$ cat config.mk
export PLATFORM = sky130hd
export DESIGN_NAME = resultRouter
export DESIGN_NICKNAME = d
export VERILOG_FILES = /design/src/kmulPkg.sv /design/src/resultRouter.sv
export SDC_FILE = /design/constraint.sdc
export NUM_CORES = 1
export LEC_CHECK = 0
export BUFFER_PORTS_ARGS = -buffer_cell sky130_fd_sc_hd__buf_2
export CAP_MARGIN = 20
export CORE_AREA = 5 5 42 44
export DETAILED_ROUTE_END_ITERATION = 6
export DIE_AREA = 0 0 47 49
export GPL_ROUTABILITY_DRIVEN = 0
export PLACE_DENSITY = 0.38
export SLEW_MARGIN = 20
export SYNTH_ARGS = -nofsm -noshare
export SYNTH_HDL_FRONTEND = slang
export SYNTH_SLANG_ARGS = --single-unit
$ cat constraint.sdc
create_clock -name clk -period 0.8 [get_ports clk]
set_clock_uncertainty 0.1 [all_clocks]
set_input_delay 0.16 -clock clk [delete_from_list [all_inputs] [get_ports clk]]
set_output_delay 0.16 -clock clk [all_outputs]
set_load 0.03 [all_outputs]
$ cat src/kmulPkg.sv
// ====================
// Shared widths and types for the Karatsuba multiplier
// ====================
package kmulPkg;

    // Significand width as seen by the requesters
    localparam int opWidth = 24;

    // Requester channels sharing the multiplier
    localparam int numChan = 2;

    // Tag travels with the request and comes back untouched
    localparam int tagWidth = 4;

    // Index of a requester channel
    typedef logic [$clog2(numChan)-1:0] chanIdT;

    // ====================
    // Request side
    // ====================
    // One operand pair plus the sender's tag
    typedef struct packed {
        logic [tagWidth-1:0] tag;
        logic [opWidth-1:0]  opA;
        logic [opWidth-1:0]  opB;
    } mulReqT;

    // ====================
    // Response side
    // ====================
    // Full-width product with the identity of its request
    typedef struct packed {
        chanIdT                chan;
        logic [tagWidth-1:0]   tag;
        logic [2*opWidth-1:0]  product;
    } mulRespT;

endpackage

$ cat src/resultRouter.sv
`timescale 1ns/1ps

// Carries channel and tag of each issued item alongside the multiplier
// Two stages deep, matching the stage latency
module resultRouter (
    input  logic                         clk,
    input  logic                         rstN_i,
    input  logic                         issue_i,
    input  kmulPkg::chanIdT              issueChan_i,
    input  logic [kmulPkg::tagWidth-1:0] issueTag_i,
    output logic                         loadStage_o,
    output logic                         respValid_o,
    output kmulPkg::chanIdT              respChan_o,
    output logic [kmulPkg::tagWidth-1:0] respTag_o
);

    kmulPkg::chanIdT              chanQ1;
    logic [kmulPkg::tagWidth-1:0] tagQ1;

    // Valid pipeline
    always_ff @(posedge clk) begin
        if (!rstN_i) begin
            loadStage_o <= 1'b0;
            respValid_o <= 1'b0;
        end else begin
            // First stage lines up with the registered sub-products
            loadStage_o <= issue_i;
            // Second stage lines up with the product register
            respValid_o <= loadStage_o;
        end
    end

    // Channel and tag ride along with the valid bits
    always_ff @(posedge clk) begin
        chanQ1     <= issueChan_i;
        tagQ1      <= issueTag_i;
        respChan_o <= chanQ1;
        respTag_o  <= tagQ1;
    end

endmodule

**Word level (Yosys, flattened, before mapping)**

Index checks and enable logic that the tools add are counted.
Widths: inputs -> output; s select.

- Word-level logic and storage cells: 6
- Bits in registers: 12
- Output and inout bits: 7

**Logic depth before layout (Yosys ltp)**

- Word-level depth: 0
- Gate-level depth with buffers: 1
- Gate-level depth less buffers: 1

**Worst setup path after synthesis**

OpenSTA, ideal clock, no wires.

- Path type: reg-to-reg
- From: reg loadStage_o
- To: reg respValid_o
- Stages on the path, launching flop included: 2
- Arrival: 0.633 ns
- Required time: 0.640 ns
- Path buffers: 0
- Period minus slack after synthesis: 0.792 ns
- Slack: 0.008 ns
- Cells stage by stage: dfxtp_1 and2_1

RTL lines:

| item | RTL line | source |
|---|---|---|
| start, declared | resultRouter.sv:11 | `output logic loadStage_o,` |
| start signal, assigned | resultRouter.sv:27 | `loadStage_o <= issue_i;` |
| end signal, assigned | resultRouter.sv:29 | `respValid_o <= loadStage_o;` |
| end, declared | resultRouter.sv:12 | `output logic respValid_o,` |

No word-level cell between the ends.

**Worst setup path in the final report**

- From: reg loadStage_o
- To: out loadStage_o

No word-level cell between the ends.

==> summary.md <==
| Metric | Value |
|---|---|
| Result of the run | complete, but fails checks |
| Failing checks | negative setup slack |
| Sequential Power Share | approximately three fifths |
| Number of global-route vias before repair | approximately 180 |
| CTS tree | done |
| Floorplan die area | 0.00230 mm² |
| Net load switching power | between 0.0002 and 0.00025 W |
| Count of different cell masters after synthesis | 2 |
| Signed area change from the synthesized netlist to the final layout | 85.1% |
| Initial antenna violation count | 0 |
| Maximum count of clock buffers along a single path | 2 |
| Top-level port count | 15 |
| Detailed-route wire length per cell | ~8 µm |
| Area inside the core boundary | between 0.001 and 0.0015 mm² |
| Worst slew pin tran | 0.0728 ns |
| Global router's overall resource usage | between 4 and 5% |
| Cell class contributing the biggest share of worst-path delay | flip-flops |
| Post-CTS setup buffers | 0 |
| Synth Instances | 14 |
| FF-to-FF path depth | 1 |
| Type of element capturing the critical path | primary output |
| Type of the most critical hold path | in2reg |
| Total power per unit cell area | around 2300 mW/mm² |
| First-pass iteration count of the detailed router | 1 |
| Commonest non-fill, non-tap cells in the layout | buf_2, dfxtp_2, buf_6 |
| Internal Power | 0.000869 W |
| Mean area per synthesized cell | about 18 µm² |
| Sw Share | between 20% and 30% |
| Nets | 46 |
| Levels on crit path | 1 |
| Arrival time reported for the critical path endpoint | 0.72 ns |
| Buffers added on ports | 14 |
| Die outline width | about 47 µm |
| Worst setup SP type | register |
| Leakage dissipation | between 0.2 and 0.25 nW |
| Starting DRT DRC Count | 0 |
| Final instance area | ~470 µm² |
| Proportion of power drawn by combinational gates | 10.3% |
| Total power consumption of the routed design | between 0.001 and 0.0015 W |
| Worst slew slack as a fraction of its limit | between 90% and 100% |
| Total nets after synthesis | 22 |
| Largest driver fanout on the critical path | 2 |
| Register Area | approximately 250 µm² |
| Post-synthesis instance area | between 200 and 300 µm² |
| Antenna Violating Nets Remaining | 0 |
| Die boundary height | a little under 50 µm |
| Number of rows in the core area | 14 |
| Overflow left after global routing | 0 |
| Synth Warn # | 0 |
| Max-capacitance violation count | 0 |
| Num Clock Sinks | 12 |
| Remaining design rule violation count | 0 |
| Total negative slack for setup checks | -1.15 ns |
| Area after DPL | between 300 and 400 µm² |
| Worst IR Drop VDD | between 0.8 and 0.9 mV |
| Fmax | 1020 MHz |
| Crit path kind | reg2out |
| Worst path slowest cell | dfxtp_2 |
| Final hold violations | 0 |
| Global-route wire length before repair | about 660 µm |
| Unrepaired setup endpoints after global routing | true |
| Final Max Tran Viols | 0 |
| Routed wire length | ~420 µm |
| Chain of cells forming the critical path | buf_6 |
| Number of inserted filler cells in the final layout | 160 |
| Min setup slack post-route | -0.182 ns |
| Peak per-stage delay on the critical path | about 0.34 ns |
| Final Cycle Share | 123% |
| Antenna diode count | 0 |
| Minimum clock period after layout | ~1 ns |
| Initial cell density of the core | ~18% |
| Required arrival time at the worst endpoint | about 0.54 ns |
| Part of the total power dissipated in the clock network | between 30% and 40% |
| Sequential element share of the synthesized area | a little over nine tenths |
| Root buffer cell | clkbuf_4 |
| Per-cell via count in the routed design | ~3.3 |
| Number of buffers inserted during clock tree synthesis | 3 |
| Maximum level of the CTS H-tree | 1 |
| Area of the multi-input gates | between 10 and 15 µm² |
| Clock insertion delay at the later pin of the skew report | ~0.26 ns |
| Hold WS | ~0.007 ns |
| Number of buffers and inverters on the critical path | 1 |
| Fraction of final layout cells with drive strength greater than 1 | between 60% and 70% |
| Largest net degree at the start of global routing | 7 |
| Min-Delay Path Depth | 2 |
| Clock edge transition at the registers on the reported setup and hold paths | approximately 0.060 ns |
| Synthesized flop and latch total | 12 |
| Via count | between 150 and 200 |
| Number of setup violations in the final report | 7 |
[stage by stage]
step	util [%]	instances	setup slack [ns]
after floorplan	-	14	0.00770
after global placement	24.5	44	0.0518
after detailed placement	24.5	44	0.0414
after CTS	33.4	52	-0.201
after global routing	33.4	52	-0.211
final	33.4	52	-0.182
[synthesized netlist by cell type, drive strengths merged]
cell,n,share of area (%)
and2,2,4.9
dfxtp,12,95
[routing by layer]
layer	vias to the layer above	routed length (µm)	track usage, %
met2	10	201	4.98
met5	-	0	0
met3	0	92	3.32
met4	0	0	5.53
met1	77	121	4.26
li1	86	-	-
[power groups by stage]
stage	sequential [W]	combinational (W)	clock, W
after floorplan	0.000686	0.00000280	0
after global placement	0.000648	0.0000739	0
after detailed placement	0.000649	0.0000751	0
after CTS	0.000643	0.000114	0.000362
after global routing	0.000647	0.000120	0.000377
final	0.000643	0.000112	0.000337
[logic make-up after synthesis]
kind of cell,count (synthesis),share of synthesized area [%]
flops,12,95.0
simple gates,2,4.95
[registers in the layout (all words and copies together) (netlist names)]
register and cells:
respChan_o 1, chanQ1 1, respTag_o 4, loadStage_o 1
tagQ1 4, respValid_o 1
[repair_timing]
action	4_1_cts	5_1_grt
setup endpoints to repair	7	7
hold buffers	5	0
resized for setup	21	0
endpoints found under the hold margin	7	0
pin swaps	0	0
[worst paths after layout]
path,startpoint,to,slack [ns]
worst max-delay path,loadStage_o$_SDFF_PN0_,loadStage_o,-0.18
worst min-delay path,rstN_i,respValid_o$_SDFF_PN0_,0.007
worst max register to register,loadStage_o$_SDFF_PN0_,respValid_o$_SDFF_PN0_,0.13
worst min register to register,tagQ1[1]$_DFF_P_,respTag_o[1]$_DFF_P_,0.23
[area by class of cell]
class | instances | area share (%)
multi-input combinational | 2 | 2.67
tap | 16 | 4.28
clock buffer | 3 | 4.81
sequential | 12 | 53.2
timing repair buffer | 19 | 35.0
No activity file was read; power rests on OpenSTA's default activity.
