$ cat src/kmulPkg.sv
// ====================
// Shared widths and types for the Karatsuba multiplier
// ====================
package kmulPkg;

    // Significand width as seen by the requesters
    localparam int opWidth = 24;

    // Requester channels sharing the multiplier
    localparam int numChan = 2;

    // Tag travels with the request and comes back untouched
    localparam int tagWidth = 4;

    // Index of a requester channel
    typedef logic [$clog2(numChan)-1:0] chanIdT;

    // ====================
    // Request side
    // ====================
    // One operand pair plus the sender's tag
    typedef struct packed {
        logic [tagWidth-1:0] tag;
        logic [opWidth-1:0]  opA;
        logic [opWidth-1:0]  opB;
    } mulReqT;

    // ====================
    // Response side
    // ====================
    // Full-width product with the identity of its request
    typedef struct packed {
        chanIdT                chan;
        logic [tagWidth-1:0]   tag;
        logic [2*opWidth-1:0]  product;
    } mulRespT;

endpackage

$ cat src/partialMult.sv
`timescale 1ns/1ps

// Registered unsigned multiplier
// One of the three sub-products of the Karatsuba stage
module partialMult #(
    parameter int w = 12
) (
    input  logic           clk,
    input  logic [w-1:0]   a_i,
    input  logic [w-1:0]   b_i,
    output logic [2*w-1:0] p_o
);

    // Free-running product register
    // Operands are extended to the result width before the multiply
    always_ff @(posedge clk) begin
        p_o <= a_i * b_i;
    end

endmodule

$ cat src/karatsubaStage.sv
`timescale 1ns/1ps

// One-level Karatsuba significand multiplier
// Three registered sub-products, a combine step and a loaded result register
module karatsubaStage #(
    parameter int sw = kmulPkg::opWidth
) (
    input  logic            clk,
    input  logic            rstN_i,
    input  logic            load_i,
    input  logic [sw-1:0]   opA_i,
    input  logic [sw-1:0]   opB_i,
    output logic [2*sw-1:0] product_o
);

    // ====================
    // Operand split
    // ====================
    // Upper half takes sw/2 bits, lower half takes the rest
    localparam int hw = sw / 2;
    localparam int lw = sw - hw;
    // Half sums carry one extra bit
    localparam int mw = lw + 1;
    localparam int cw = 2 * mw;
    localparam int pw = 2 * sw;

    logic [hw-1:0]   aHigh;
    logic [hw-1:0]   bHigh;
    logic [lw-1:0]   aLow;
    logic [lw-1:0]   bLow;
    logic [mw-1:0]   aSum;
    logic [mw-1:0]   bSum;
    logic [2*hw-1:0] qLeft;
    logic [2*lw-1:0] qRight;
    logic [cw-1:0]   qMiddle;
    logic [cw-1:0]   qCross;
    logic [pw-1:0]   combined;

    assign aHigh = opA_i[sw-1 -: hw];
    assign bHigh = opB_i[sw-1 -: hw];
    assign aLow  = opA_i[lw-1:0];
    assign bLow  = opB_i[lw-1:0];

    // Half sums feed the middle product
    assign aSum = mw'(aHigh) + mw'(aLow);
    assign bSum = mw'(bHigh) + mw'(bLow);

    // ====================
    // Sub-products
    // ====================
    // High halves
    partialMult #(.w(hw)) leftMult (
        .clk (clk),
        .a_i (aHigh),
        .b_i (bHigh),
        .p_o (qLeft)
    );

    // Low halves
    partialMult #(.w(lw)) rightMult (
        .clk (clk),
        .a_i (aLow),
        .b_i (bLow),
        .p_o (qRight)
    );

    // Half sums
    partialMult #(.w(mw)) middleMult (
        .clk (clk),
        .a_i (aSum),
        .b_i (bSum),
        .p_o (qMiddle)
    );

    // ====================
    // Combine and load
    // ====================
    // Cross term aH*bL + aL*bH is never negative
    assign qCross = qMiddle - cw'(qLeft) - cw'(qRight);

    // Outer products sit side by side, cross term lands at the low-half boundary
    assign combined = {qLeft, qRight} + (pw'(qCross) << lw);

    // Holds its value until the next completing item
    always_ff @(posedge clk) begin
        if (!rstN_i) begin
            product_o <= '0;
        end else if (load_i) begin
            product_o <= combined;
        end
    end

endmodule

$ cat config.mk
export PLATFORM = sky130hd
export DESIGN_NAME = karatsubaStage
export DESIGN_NICKNAME = d
export VERILOG_FILES = /design/src/kmulPkg.sv /design/src/partialMult.sv /design/src/karatsubaStage.sv
export SDC_FILE = /design/constraint.sdc
export NUM_CORES = 1
export LEC_CHECK = 0
export BUFFER_PORTS_ARGS = -buffer_cell sky130_fd_sc_hd__buf_2
export CORE_UTILIZATION = 47
export CTS_CLUSTER_SIZE = 20
export DETAILED_ROUTE_END_ITERATION = 7
export GPL_TIMING_DRIVEN = 0
export PLACE_DENSITY_LB_ADDON = 0.25
export SETUP_SLACK_MARGIN = 0.4
export SYNTH_ARGS = -nofsm -noshare
export SYNTH_HDL_FRONTEND = slang
export SYNTH_SLANG_ARGS = --single-unit
$ cat constraint.sdc
create_clock -name clk -period 12.5 [get_ports clk]
set_input_delay 1.25 -clock clk [delete_from_list [all_inputs] [get_ports clk]]
set_output_delay 1.25 -clock clk [all_outputs]
set_load 0.005 [all_outputs]
==> After elaboration in Yosys (flattened, before gate mapping) <==
Index checks and enable logic that the tools add are counted.
{ "op_classes": {"addsub": 5, "multipliers": 3} }
{ "op_table": {"columns": ["cell", "n"], "rows": [
  ["subtractor 26 x 24 -> 26 bit", 2],
  ["adder 48 x 38 -> 48 bit", 1],
  ["multiplier 12 x 12 -> 24 bit", 2],
  ["adder 12 x 12 -> 13 bit", 2],
  ["multiplier 13 x 13 -> 26 bit", 1]
]} }
{ "word_totals": {"reg_bits": 122, "input_bits": 51, "output_inout_bits": 48, "elab_cells": 12} }

==> Depth between registers and ports, before layout <==
{ "depth": {"word_depth": 3, "ltp_mapped": 31} }

==> Modules after synthesis <==
From an unflattened synthesis, not the netlist that was laid out.
{ "hier_totals": {"hier_cells": 2694, "hier_area_um2": 22888.2} }
{ "by_module_without_submodules": {"columns": ["mod", "instances", "cells_each", "area_per_inst_um2", "seq_area_each_um2"], "rows": [
  ["partialMult at middleMult", 1, 710, 6226.0, 520.5],
  ["karatsubaStage", 1, 781, 6128.4, 960.9],
  ["partialMult at rightMult", 1, 596, 5273.8, 480.5],
  ["partialMult at leftMult", 1, 607, 5260.0, 480.5]
]} }

==> Least setup slack after synthesis <==
OpenSTA, ideal clock, no wires.
{ "synth_timing": {"path_kind": "input port to flip-flop", "start": "input opB_i[1]", "end": "register middleMult.p_o[25]", "t_arrival_ns": 7.533, "required_ns": 12.379, "path_slack_ns": 4.846, "cell_stages": 28, "n_path_buf": 2, "cell_sequence": "clkbuf_1 > inv_1 > fa_1 > nor2b_1 > o21ai_1 > a21boi_1 > o21a_1 > o21ai_1 > a21boi_0 > or3_1 > clkbuf_1 > nand3_1 > fa_1 > fa_1 > fa_1 > inv_1 > fa_1 > inv_1 > fa_1 > inv_1 > ha_1 > a21oi_1 > o32ai_1 > o41a_1 > a221oi_1 > o21ai_0 > o22ai_1 > xnor2_1"} }
{ "synth_via": {"elab_chain_cells": 2} }
{ "synth_rtl": {"columns": ["item", "line", "rtl"], "rows": [
  ["start: declaration", "karatsubaStage.sv:12", "input logic [sw-1:0] opB_i,"],
  ["adder 12 x 12 -> 13 bit", "karatsubaStage.sv:46", "assign bSum = mw'(bHigh) + mw'(bLow);"],
  ["multiplier 13 x 13 -> 26 bit", "partialMult.sv:17", "p_o <= a_i * b_i;"],
  ["end signal: assignment", "partialMult.sv:17", null],
  ["end: declaration", "partialMult.sv:11", "output logic [2*w-1:0] p_o"]
]} }
No other way between the ends.
A chain may end at the register's enable or synchronous reset.

==> Worst setup path in the final report <==
{ "layout_timing": {"start": "input opA_i[13]", "end": "register middleMult.p_o[25]"} }
{ "layout_via": {"elab_chain_cells": 2} }
{ "layout_rtl": {"columns": ["item", "line", "rtl"], "rows": [
  ["start: declaration", "karatsubaStage.sv:11", "input logic [sw-1:0] opA_i,"],
  ["adder 12 x 12 -> 13 bit", "karatsubaStage.sv:45", "assign aSum = mw'(aHigh) + mw'(aLow);"],
  ["multiplier 13 x 13 -> 26 bit", "partialMult.sv:17", null]
]} }
No other way between the ends.

==> impl_results.md <==
- Worst EP required: between 10 and 15 ns
- Hold_sp: product_o[27]
- WL final: 62,470 um
- Top Layer Used: met4
- Async SR Flop Fraction: 0%
- Root buffer cell: clkbuf_16
- Main synth FF type: dfxtp_1
- Skew final: 0.009122 ns
- Setup TNS: 0 ns
- 1st-pass router iterations: 8
- Kind of critical path: in -> reg
- First-pass GRT wire length: 99,900 um
- Met3 routed WL: about 4200 um
- Final Max Tran Viols: 0
- Critical path launch point type: input pin
- Netlist cell types: 78
- CTS tree: done
- Post-Syn Nets: 3,279
- Clk_lat worst skew: approximately 0.42 ns
- Gate Count Post-Synth: 2,608
- Worst-margin pin slew: 1.018 ns
- TritonCTS buffer count: 17
- Top-area cell type share of the netlist area: a little under a third
- Final Cycle Share: 75.63%
- Vias after detailed routing: 18,140
- Hold depth: 2
- Share of cells above drive strength 1: 5.706%
- Die width: 220.5 um
- Clock Sink Count: between 100 and 150
- Row cnt: 79
- CP max stage cell: fa_1
- Total GRT Usage: 26.76%
- Crit. End Element: flip-flop
- Most frequent cells after synthesis: inv_1 (478), fa_1 (348), nand2_1 (332), ha_1 (272), and2_1 (126)
- Metal-1 WL: 27,080 um
- Hold endpoint: product_o[27]
- Min-Delay Path Class: reg -> reg
- Initial antenna violation count: 5
- Reg-to-reg setup timing slack: 6.94 ns
- PostCTS Resize Cnt: 0
- Failing checks: DRC
- Tmin final: 9.454 ns
- # Post-CTS Setup Buffers: 0
- Register Area: 2442 sq um
- Syn Area/Cell: approximately 8.6 sq um
- Max clock buf depth: 2
- RSZ-0062 raised after global routing: false
- FF-to-FF Start: leftMult.p_o[2]
- Post-Syn Area: 22,450 sq um
- Sequential fraction of the synthesis area: 10.88%
- Final Hold Vio Count: 0
- Core area: 46,850 sq um
- HPWL Detailed: around 54,000 um
- Syn-to-layout area delta: 8.261%
- Vias in the first global route: ~19,000
- Multi-input logic area: 17,840 sq um
- Synth warn: 0
- WL met2: 28,590 um
- Port Buf Inserts: 97
- WL per Instance: 18.70 um
- CP dominant cell by count: fa_1
- #FFs+latches synth: 122
- Die ar.: 48,640 sq um
- Most frequent cell after synthesis: inv_1
- DRC Markers: 15
- Hold Buf Count CTS: 0
- Initial DRC Count: ~1,400
- Placed Cells: 3,312
- Layout Cells excl Fill: 3,341
- Main area contributors after synthesis: fa_1 (31%), ha_1 (15%), dfxtp_1 (11%)
- CP Buf/Inv Count: 8
- # IOs: 99
- Hold slack: 0.4568 ns
- Post-synth EDFFs: 0
- Final setup margin: 3.046 ns
- H-Tree Depth: 4
- Worst path top cell family by delay: adder cells
- Die Ht: between 200 and 250 um
- DRT antenna net count: 0
- Gpl congestion: 0.9442
- Global route overflow: 0
- Worst R2R End: product_o[42]
- Vias per cell: 5.429
- Outcome: finished with violations
- R2R depth: 20
- CP peak stage delay: 0.53 ns
- Final Setup Violations: 0
- Clock slew at reported path FFs: 0.05 ns
- Max-Cap Viols: 0
- FMAX: 0.1058 GHz
- Arr. time, crit path: 9.72 ns
- Ant. Diodes: 0
- Initial Util: 47.91%
- Largest net degree at the start of global routing: 17
- Layout fillers: 4,465
- Worst Path Max Fanout: 10
- Post-place setup slack: 2.692 ns
- Top cell type by total area after synthesis: fa_1
- Worst relative slew slack: ~31%
- Nets: 3,395
[worst max path at each step]
stage / start / endpoint / cells after the start
3_3_place_gp: opA_i[13] / middleMult.p_o[25] / 29
4_1_cts: opA_i[13] / middleMult.p_o[25] / 29
3_5_place_dp: opA_i[13] / middleMult.p_o[25] / 29
6_report: opA_i[13] / middleMult.p_o[25] / 29
5_1_grt: opA_i[1] / middleMult.p_o[25] / 29
2_1_floorplan: opB_i[1] / middleMult.p_o[25] / 28
[kinds of logic after synthesis]
group / Yosys count / share of synthesized area (%)
simple gates: 786 / 16.72
fa+ha+maj: 620 / 46.20
buf+inv: 576 / 9.654
xor+xnor: 106 / 4.136
flops: 122 / 10.88
compound gates: 373 / 11.29
mux: 25 / 1.120
[cells in the final DEF, fill, tap and decap left out, types with 4 or more instances in the layout]
cell | synthesis | layout
inv_1 | 478 | 478
fa_1 | 348 | 348
nand2_1 | 332 | 332
ha_1 | 272 | 272
and2_1 | 126 | 126
dfxtp_1 | 122 | 122
nor2_1 | 103 | 103
buf_2 | 3 | 100
a21oi_1 | 95 | 95
clkbuf_1 | 90 | 90
xnor2_1 | 75 | 75
o21ai_0 | 59 | 59
nand3_1 | 56 | 56
a21o_1 | 46 | 46
nor3_1 | 39 | 39
xor2_1 | 31 | 31
nand2b_1 | 28 | 28
and3_1 | 26 | 26
o21a_1 | 25 | 25
mux2i_1 | 24 | 24
or3_1 | 18 | 18
o211ai_1 | 18 | 18
clkbuf_16 | 0 | 17
nor2b_1 | 16 | 16
a21boi_0 | 15 | 15
a31oi_1 | 15 | 15
a211oi_1 | 14 | 14
o21bai_1 | 13 | 13
nand4_1 | 10 | 10
nand3b_1 | 9 | 9
a211o_1 | 8 | 8
o311ai_1 | 6 | 7
o31ai_1 | 6 | 6
o21ai_1 | 6 | 6
or2_2 | 5 | 5
clkbuf_8 | 0 | 5
a2111oi_0 | 4 | 4
a2111oi_2 | 4 | 4
nor3b_1 | 4 | 4
buf_1 | 4 | 4
[tightest hold or removal path: stages, from the launching register on]
cell and delay [ns]:
dfxtp_1 0.30, nand2_1 0.06, a21oi_1 0.05
[flip-flops by register name, indices dropped and copies added (netlist names)]
register	flops
rightMult.p_o	24
product_o	48
middleMult.p_o	26
leftMult.p_o	24
[final cells by class]
type / count / area share, %
multi-input combinational: 1910 / 73.40
sequential: 122 / 10.05
inverter: 478 / 7.383
tap: 607 / 3.125
clock buffer: 22 / 2.034
timing repair buffer: 97 / 1.998
buffer: 98 / 1.534
clock inverter: 7 / 0.4737
[metrics by stage]
| step | area (sq um) | util (%) |
|---|---|---|
| finish | 24300 | 51.87 |
| global route | 24300 | 51.87 |
| CTS | 24300 | 51.87 |
| detailed placement | 23690 | 50.57 |
| global placement | 23690 | 50.57 |
| floorplan | 22450 | - |
[layer usage]
layer,global-route usage [%],vias to the layer above
met5,0,-
met4,10.87,0
met3,3.849,132
met2,44.03,655
met1,35.34,8800
li1,-,8552
Power is left out: the tool's default activity adds up to more than one toggle a clock period on the data nets, which glitch-free logic cannot reach.
