<file path="config.mk">
export PLATFORM = sky130hd
export DESIGN_NAME = reqQueue
export DESIGN_NICKNAME = d
export VERILOG_FILES = /design/src/kmulPkg.sv /design/src/reqQueue.sv
export SDC_FILE = /design/constraint.sdc
export NUM_CORES = 1
export LEC_CHECK = 0
export BUFFER_PORTS_ARGS = -buffer_cell sky130_fd_sc_hd__buf_2
export CAP_MARGIN = 20
export CORE_ASPECT_RATIO = 0.6
export CORE_MARGIN = 8
export CORE_UTILIZATION = 30
export CTS_CLUSTER_DIAMETER = 40
export DETAILED_ROUTE_END_ITERATION = 8
export GPL_ROUTABILITY_DRIVEN = 0
export HOLD_SLACK_MARGIN = 0.15
export PLACE_DENSITY = 0.51
export SLEW_MARGIN = 20
export SYNTH_ARGS = -nofsm -noshare
export SYNTH_HDL_FRONTEND = slang
export SYNTH_SLANG_ARGS = --single-unit
</file>
<file path="constraint.sdc">
create_clock -name clk -period 7.5 [get_ports clk]
set_input_delay 0.375 -clock clk [delete_from_list [all_inputs] [get_ports clk]]
set_output_delay 0.375 -clock clk [all_outputs]
set_load 0.01 [all_outputs]
</file>
<file path="src/kmulPkg.sv">
// ====================
// Shared widths and types for the Karatsuba multiplier
// ====================
package kmulPkg;

    // Significand width as seen by the requesters
    localparam int opWidth = 24;

    // Requester channels sharing the multiplier
    localparam int numChan = 2;

    // Tag travels with the request and comes back untouched
    localparam int tagWidth = 4;

    // Index of a requester channel
    typedef logic [$clog2(numChan)-1:0] chanIdT;

    // ====================
    // Request side
    // ====================
    // One operand pair plus the sender's tag
    typedef struct packed {
        logic [tagWidth-1:0] tag;
        logic [opWidth-1:0]  opA;
        logic [opWidth-1:0]  opB;
    } mulReqT;

    // ====================
    // Response side
    // ====================
    // Full-width product with the identity of its request
    typedef struct packed {
        chanIdT                chan;
        logic [tagWidth-1:0]   tag;
        logic [2*opWidth-1:0]  product;
    } mulRespT;

endpackage

</file>
<file path="src/reqQueue.sv">
`timescale 1ns/1ps

// Per-channel request FIFO
// Each pop hands one credit back to the sender a cycle later
module reqQueue #(
    parameter int depth = 4
) (
    input  logic            clk,
    input  logic            rstN_i,
    input  logic            push_i,
    input  kmulPkg::mulReqT pushData_i,
    input  logic            pop_i,
    output kmulPkg::mulReqT head_o,
    output logic            notEmpty_o,
    output logic            creditReturn_o
);

    localparam int ptrW = (depth > 1) ? $clog2(depth) : 1;
    localparam int cntW = $clog2(depth + 1);

    // Entry storage
    kmulPkg::mulReqT mem [depth];

    logic [ptrW-1:0] rdPtr;
    logic [ptrW-1:0] wrPtr;
    logic [cntW-1:0] count;
    logic            doPush;
    logic            doPop;
    logic            full;

    assign full       = (count == cntW'(depth));
    assign notEmpty_o = (count != '0);
    // Credits keep the sender from ever pushing into a full queue
    assign doPush     = push_i && !full;
    assign doPop      = pop_i && notEmpty_o;

    // Head is valid whenever the queue holds an entry
    assign head_o = mem[rdPtr];

    always_ff @(posedge clk) begin
        if (doPush) begin
            mem[wrPtr] <= pushData_i;
        end
    end

    // ====================
    // Pointers and count
    // ====================
    always_ff @(posedge clk) begin
        if (!rstN_i) begin
            rdPtr          <= '0;
            wrPtr          <= '0;
            count          <= '0;
            creditReturn_o <= 1'b0;
        end else begin
            if (doPush) begin
                wrPtr <= (wrPtr == ptrW'(depth - 1)) ? '0 : wrPtr + 1'b1;
            end
            if (doPop) begin
                rdPtr <= (rdPtr == ptrW'(depth - 1)) ? '0 : rdPtr + 1'b1;
            end
            // Simultaneous push and pop leave the count unchanged
            if (doPush && !doPop) begin
                count <= count + 1'b1;
            end else if (doPop && !doPush) begin
                count <= count - 1'b1;
            end
            // Registered pop pulse is the credit
            creditReturn_o <= doPop;
        end
    end

endmodule

</file>
## Yosys cells after proc, flatten, opt, wreduce, memory -nomap -nowiden

Memories as Yosys holds them, arrays and structs flattened. A register that Yosys moved wholly into a read port is not among the register bits.
Cells that the tools add are included.

| cells by class | value |
|---|---|
| add/subtract/negate cells | 4 |
| multipliers | 0 |
| divide/modulo/power cells | 0 |
| $lt $le $gt $ge | 0 |
| eq/ne operators | 3 |
| shifts and indexed selects | 0 |
| mux-type cells | 8 |
| bitwise gates (word level) | 0 |
| reductions and logical operators | 9 |

Operators with widths:

| cell | count |
|---|---|
| 2-to-1 mux 2 bit | 4 |
| 2-to-1 mux 3 bit | 2 |
| adder 2 x 1 -> 2 bit, second input constant | 2 |
| == test 2 bit, second input constant | 2 |
| logical AND 1 bit | 4 |
| adder 3 x 1 -> 3 bit, second input constant | 1 |
| == test 3 bit, second input constant | 1 |
| logical NOT 1 bit | 3 |
| nonzero test 3 bit | 1 |
| subtractor 3 x 1 -> 3 bit, second input constant | 1 |
| 2-to-1 mux 1 bit | 2 |
| nonzero test 2 bit | 1 |

| word-level totals | value |
|---|---|
| flip-flop bits (word level) | 8 |
| bits in latches | 0 |
| memory bits (writable) | 208 |
| ROM bits | 0 |
| output and inout bits | 54 |
| memories | 1 |

Memory list:

| name | words | width | read ports | clocked after memory_dff | wr ports | line | text |
|---|---|---|---|---|---|---|---|
| mem | 4 | 52 | 1 | 1 | 1 | reqQueue.sv:22 | `kmulPkg::mulReqT mem [depth];` |

## Depth between registers and ports, before layout

| depth | value |
|---|---|
| word-level depth | 7 |
| gate-level depth with buffers | 8 |
| depth with buffers taken out | 8 |

## Worst setup path before layout

Ideal clock, no wire load.

| timing path | value |
|---|---|
| path type | reg2reg |
| start point | register count[0] |
| end point | memory mem[0][0] (netlist bit) (enable) |
| setup time | 0.415 ns |
| arrival time | 1.925 ns |
| required time | 7.085 ns |
| setup slack | 5.160 ns |
| cell stages (with the launch flop) | 3 |
| buffers on the path | 0 |
| clock period less this slack | 2.340 ns |
| cell sequence | dfxtp_1 -> or3b_1 -> and3_1 |

| between the ends | value |
|---|---|
| word-level cells in the longest chain between the ends | 5 |

Ends and longest elaborated chain:

| item | line | text |
|---|---|---|
| start: declaration | reqQueue.sv:26 | `logic [cntW-1:0] count;` |
| start signal: assignment | reqQueue.sv:64 | `count <= count + 1'b1;` |
| start signal: assignment | reqQueue.sv:66 | `count <= count - 1'b1;` |
| == test 3 bit | reqQueue.sv:31 | `assign full = (count == cntW'(depth));` |
| logical NOT 1 bit | reqQueue.sv:34 | `assign doPush = push_i && !full;` |
| logical AND 1 bit | reqQueue.sv:34 |  |
| 2-to-1 mux 1 bit | reqQueue.sv:41 | `if (doPush) begin` |
| 2-to-1 mux 1 bit (not written as such) | reqQueue.sv:42 | `mem[wrPtr] <= pushData_i;` |
| end: declaration | reqQueue.sv:22 |  |

No other way between the ends.

==> flow_results.org <==
** Outcome
- Result of the run :: finished clean

** Flow run
- Number of maximum-capacitance violations :: 0

** Timing
- Crit share post-route :: slightly above 40%
- Final Critical Period :: between 3 and 4 ns
- Hold Fails Final Rpt :: 0
- The count of pins over their slew limit was 0.
- Achievable clock frequency :: 330 MHz
- Setup repair after global routing missed its margin :: false
- Setup violations remaining at the end of the flow were counted as 0.
- Worst clock skew on the final layout :: 0.0112 ns
- Summed over all failing endpoints, the final setup total negative slack is 0 ns.
- Final hold slack :: 0.188 ns
- For the pin with the worst max-slew slack, the measured transition is between 0.7 and 0.8 ns.
- In this run the tightest slew margin relative to its limit is between 50% and 60%.

** Global routing
- GRT Resource Usage Total :: roughly a tenth
- Antenna violations before repair :: 0
- Summed over all layers, the global routing overflow is 0.
- The first global-routing pass estimated 25,500 µm of wire.
- Entering global routing, the biggest net connects 35 pins.
- The via count of the first global-routing pass is roughly 4,400.

** Hold path
- Hold Path Class :: input pin to flip-flop

** Logic synthesis
- Main synth FF type :: sky130_fd_sc_hd__edfxtp_1
- Yosys synthesis warning count :: 0
- Counting flops with an async set or reset pin after synthesis yields a share of 0%.
- The netlist uses 24 different library cells.
- Mean instance size in the synthesized netlist :: approximately 25 µm²
- Synthesis handed over a netlist of between 300 and 400 instances.
- Summing the sequential cell areas from Yosys gives roughly 80% of the chip area.
- Counting flops with a built-in enable in the synthesized netlist gives between 200 and 250.
- Counting every net in the synthesized netlist gives slightly below 400.
- The cell area that synthesis handed to floorplanning was around 8000 µm².
- Synth Register Bits :: ~220

** Finish
- The repair_antennas step left the layout with diodes totalling 0.
- Fraction of final layout cells sized beyond drive strength 1 :: approximately two fifths
- Total number of nets in the final design :: 571
- Relative to the synthesized area, the layout overhead comes to 28.6%.
- Fillers :: approximately 2,400

** Route
- Remaining design rule violation count :: 0
- The detailed router finished its first iteration with 206 violations.
- The first detailed-routing pass ran for 4 iterations.
- After detailed routing, the number of vias per cell comes to between 4 and 5.
- For this block, the via count after detailed routing is 3,940.
- Post-detailed-route wirelength per cell :: approximately 19 µm
- Number of nets with antenna violations after routing :: 0
- After detailed routing, the total wire length is roughly 17,000 µm.

** Critical path
- Peak fanout along the critical path :: 32
- STA classifies the critical path endpoint as an output port.
- STA puts the critical path data arrival time at between 2 and 3 ns.
- Data on the critical path is required at its endpoint by just over 7 ns.
- STA classifies the critical path startpoint as a flip-flop.
- The critical path in this run is classified as flip-flop to output port.

** Power
- Summed over all nets, the switching power comes to 871 µW.
- After layout, the design draws a total of between 3000 and 4000 µW.
- Net switching share of the total power :: 25.6%
- Peak supply drop :: roughly 0.15 mV
- The clock network accounts for approximately 37% of the total power.
- Combinational logic is responsible for between 10% and 20% of the overall power.
- Dividing total power by cell area gives a power density of 329 nW/µm².
- For this design the static power due to leakage is roughly 0.0035 µW.
- Cell internal power was estimated by the tool at approximately 2500 µW.
- Reg power frac :: around 45%

** CTS
- Root buffer cell :: sky130_fd_sc_hd__clkbuf_16
- CTS tree :: built
- CTS resizes :: 0
- The clock net in this run drives a total of about 220 sinks.
- # H-tree levels :: 1
- TritonCTS created 27 clock buffers.
- Clock buffer depth :: 3
- The clock reaches the later pin of the worst-skew pair after ~0.52 ns.
- After clock tree synthesis, the clock-pin slew on the worst setup and hold paths is around 0.06 ns.

** Floorplanning
- Full die area :: about 33,000 µm²
- For this configuration, the core starts out at a cell density of 30.5%.
- Placeable core region :: approximately 26,000 µm²
- In this run the core area contains 46 standard-cell rows.
- DIE WIDTH :: 228 µm
- Number of top-level pins :: 110
- Die Y-Extent :: around 140 µm

** Placed design
- Post-DP HPWL :: between 10,000 and 15,000 µm
- Count of input and output buffers :: approximately 110
==> routing by layer <==
layer  part of all wire (%)  up-vias  track usage, %
met5                      0        -               0
met4                    1.3        0            1.95
met3                    7.2       23            3.50
met2                     46      115            16.8
met1                     45     2056            13.8
li1                       -     1746               -
==> cells in the mapped netlist (all sizes together) (2+ instances only) <==
library cell  count  share of area, %
buf              11               1.7
o21ai             4              0.25
mux4             52                15
nor2              4              0.19
ha                6              0.93
and3              4              0.31
nand3             2              0.12
inv               5              0.23
xor2              2              0.22
a21oi             4              0.25
edfxtp          208                77
or3               3              0.23
dfxtp            10               2.5
nand2             2             0.093
==> final cells by class <==
cell class                      instances  area [µm²]  share of cell area, %
Inverter                                5        18.8                  0.181
Clock buffer                           29         683                   6.59
Clock inverter                         18         190                   1.83
Tap cell                              360         450                   4.34
Timing Repair Buffer                  167        1110                   10.7
Multi-Input combinational cell         89        1460                   14.1
Sequential cell                       218        6450                   62.2
==> state kept, by name, summed over array words and instances, names as in the netlist, named ones only <==
| register | flops |
|---|---|
| count | 3 |
| mem | 208 |
| creditReturn_o | 1 |
| wrPtr | 2 |
| rdPtr | 2 |
==> stage by stage <==
stage                     utilization (%)  area [µm²]  setup WS, ns  std cells
after floorplan                         -        8060          5.16        324
after global placement               34.0        8970          4.93        787
after detailed placement             34.0        8970          4.91        787
after CTS                            39.2       10400          4.34        886
after global routing                 39.2       10400          4.26        886
final                                39.2       10400          4.47        886
==> placed cells by master, fill, tap and decap left out, types with 2 or more instances in the layout <==
cell type,Yosys,routed
sky130_fd_sc_hd__a21oi_1,4,4
sky130_fd_sc_hd__and3_2,0,4
sky130_fd_sc_hd__buf_2,5,109
sky130_fd_sc_hd__buf_4,0,6
sky130_fd_sc_hd__bufinv_16,0,3
sky130_fd_sc_hd__clkbuf_1,1,2
sky130_fd_sc_hd__clkbuf_16,0,27
sky130_fd_sc_hd__clkinv_1,0,4
sky130_fd_sc_hd__clkinv_2,0,3
sky130_fd_sc_hd__clkinv_4,0,2
sky130_fd_sc_hd__clkinvlp_4,0,4
sky130_fd_sc_hd__dfxtp_1,10,8
sky130_fd_sc_hd__dlygate4sd3_1,0,52
sky130_fd_sc_hd__edfxtp_1,208,208
sky130_fd_sc_hd__ha_1,6,6
sky130_fd_sc_hd__inv_1,5,5
sky130_fd_sc_hd__inv_8,0,2
sky130_fd_sc_hd__mux4_1,2,2
sky130_fd_sc_hd__mux4_2,50,50
sky130_fd_sc_hd__nand2_1,2,2
sky130_fd_sc_hd__nand3_1,2,2
sky130_fd_sc_hd__nor2_1,4,4
sky130_fd_sc_hd__o21ai_0,4,4
sky130_fd_sc_hd__or3_1,3,3
sky130_fd_sc_hd__xor2_1,2,2
==> repair_timing <==
item,CTS,global route
hold buffers,52,0
endpoints found under the hold margin,208,0
setup buffers,0,0
==> critical path: stages, from the launching register on <==
cell	delay [ns]
sky130_fd_sc_hd__dfxtp_4	0.64
sky130_fd_sc_hd__buf_4	0.64
sky130_fd_sc_hd__mux4_2	0.64
sky130_fd_sc_hd__buf_2	0.17
==> cells by family after synthesis <==
family                     synth area share (%)
muxes                                      14.7
xor gates and xnor gates                  0.217
DFF                                        79.9
AOI/OAI and AO/OA                         0.652
and+or+nand+nor                            1.30
adders and majority gates                  1.18
buffers and inverters                      1.97
==> power groups by stage <==
| stage | Clock (µW) | Combinational [µW] | Sequential [µW] |
|---|---|---|---|
| 6_report | 1250 | 635 | 1530 |
| 4_1_cts | 1280 | 659 | 1540 |
| 5_1_grt | 1330 | 691 | 1550 |
| 3_3_place_gp | 0 | 626 | 1550 |
| 3_5_place_dp | 0 | 634 | 1560 |
| 2_1_floorplan | 0 | 450 | 1520 |
==> final timing paths <==
| kind | from | endpoint | cells past startpoint | slack (ns) |
|---|---|---|---|---|
| worst max-delay path | flip-flop | head_o[17] | 3 | 4.47 |
| worst max register to register | count[0] | mem[1][7] | 3 | 5.14 |
| worst min-delay path | pop_i | creditReturn_o | 3 | 0.19 |
| worst min register to register | rdPtr[0] | flip-flop | 2 | 0.51 |
(Power assumes the default switching activity.)
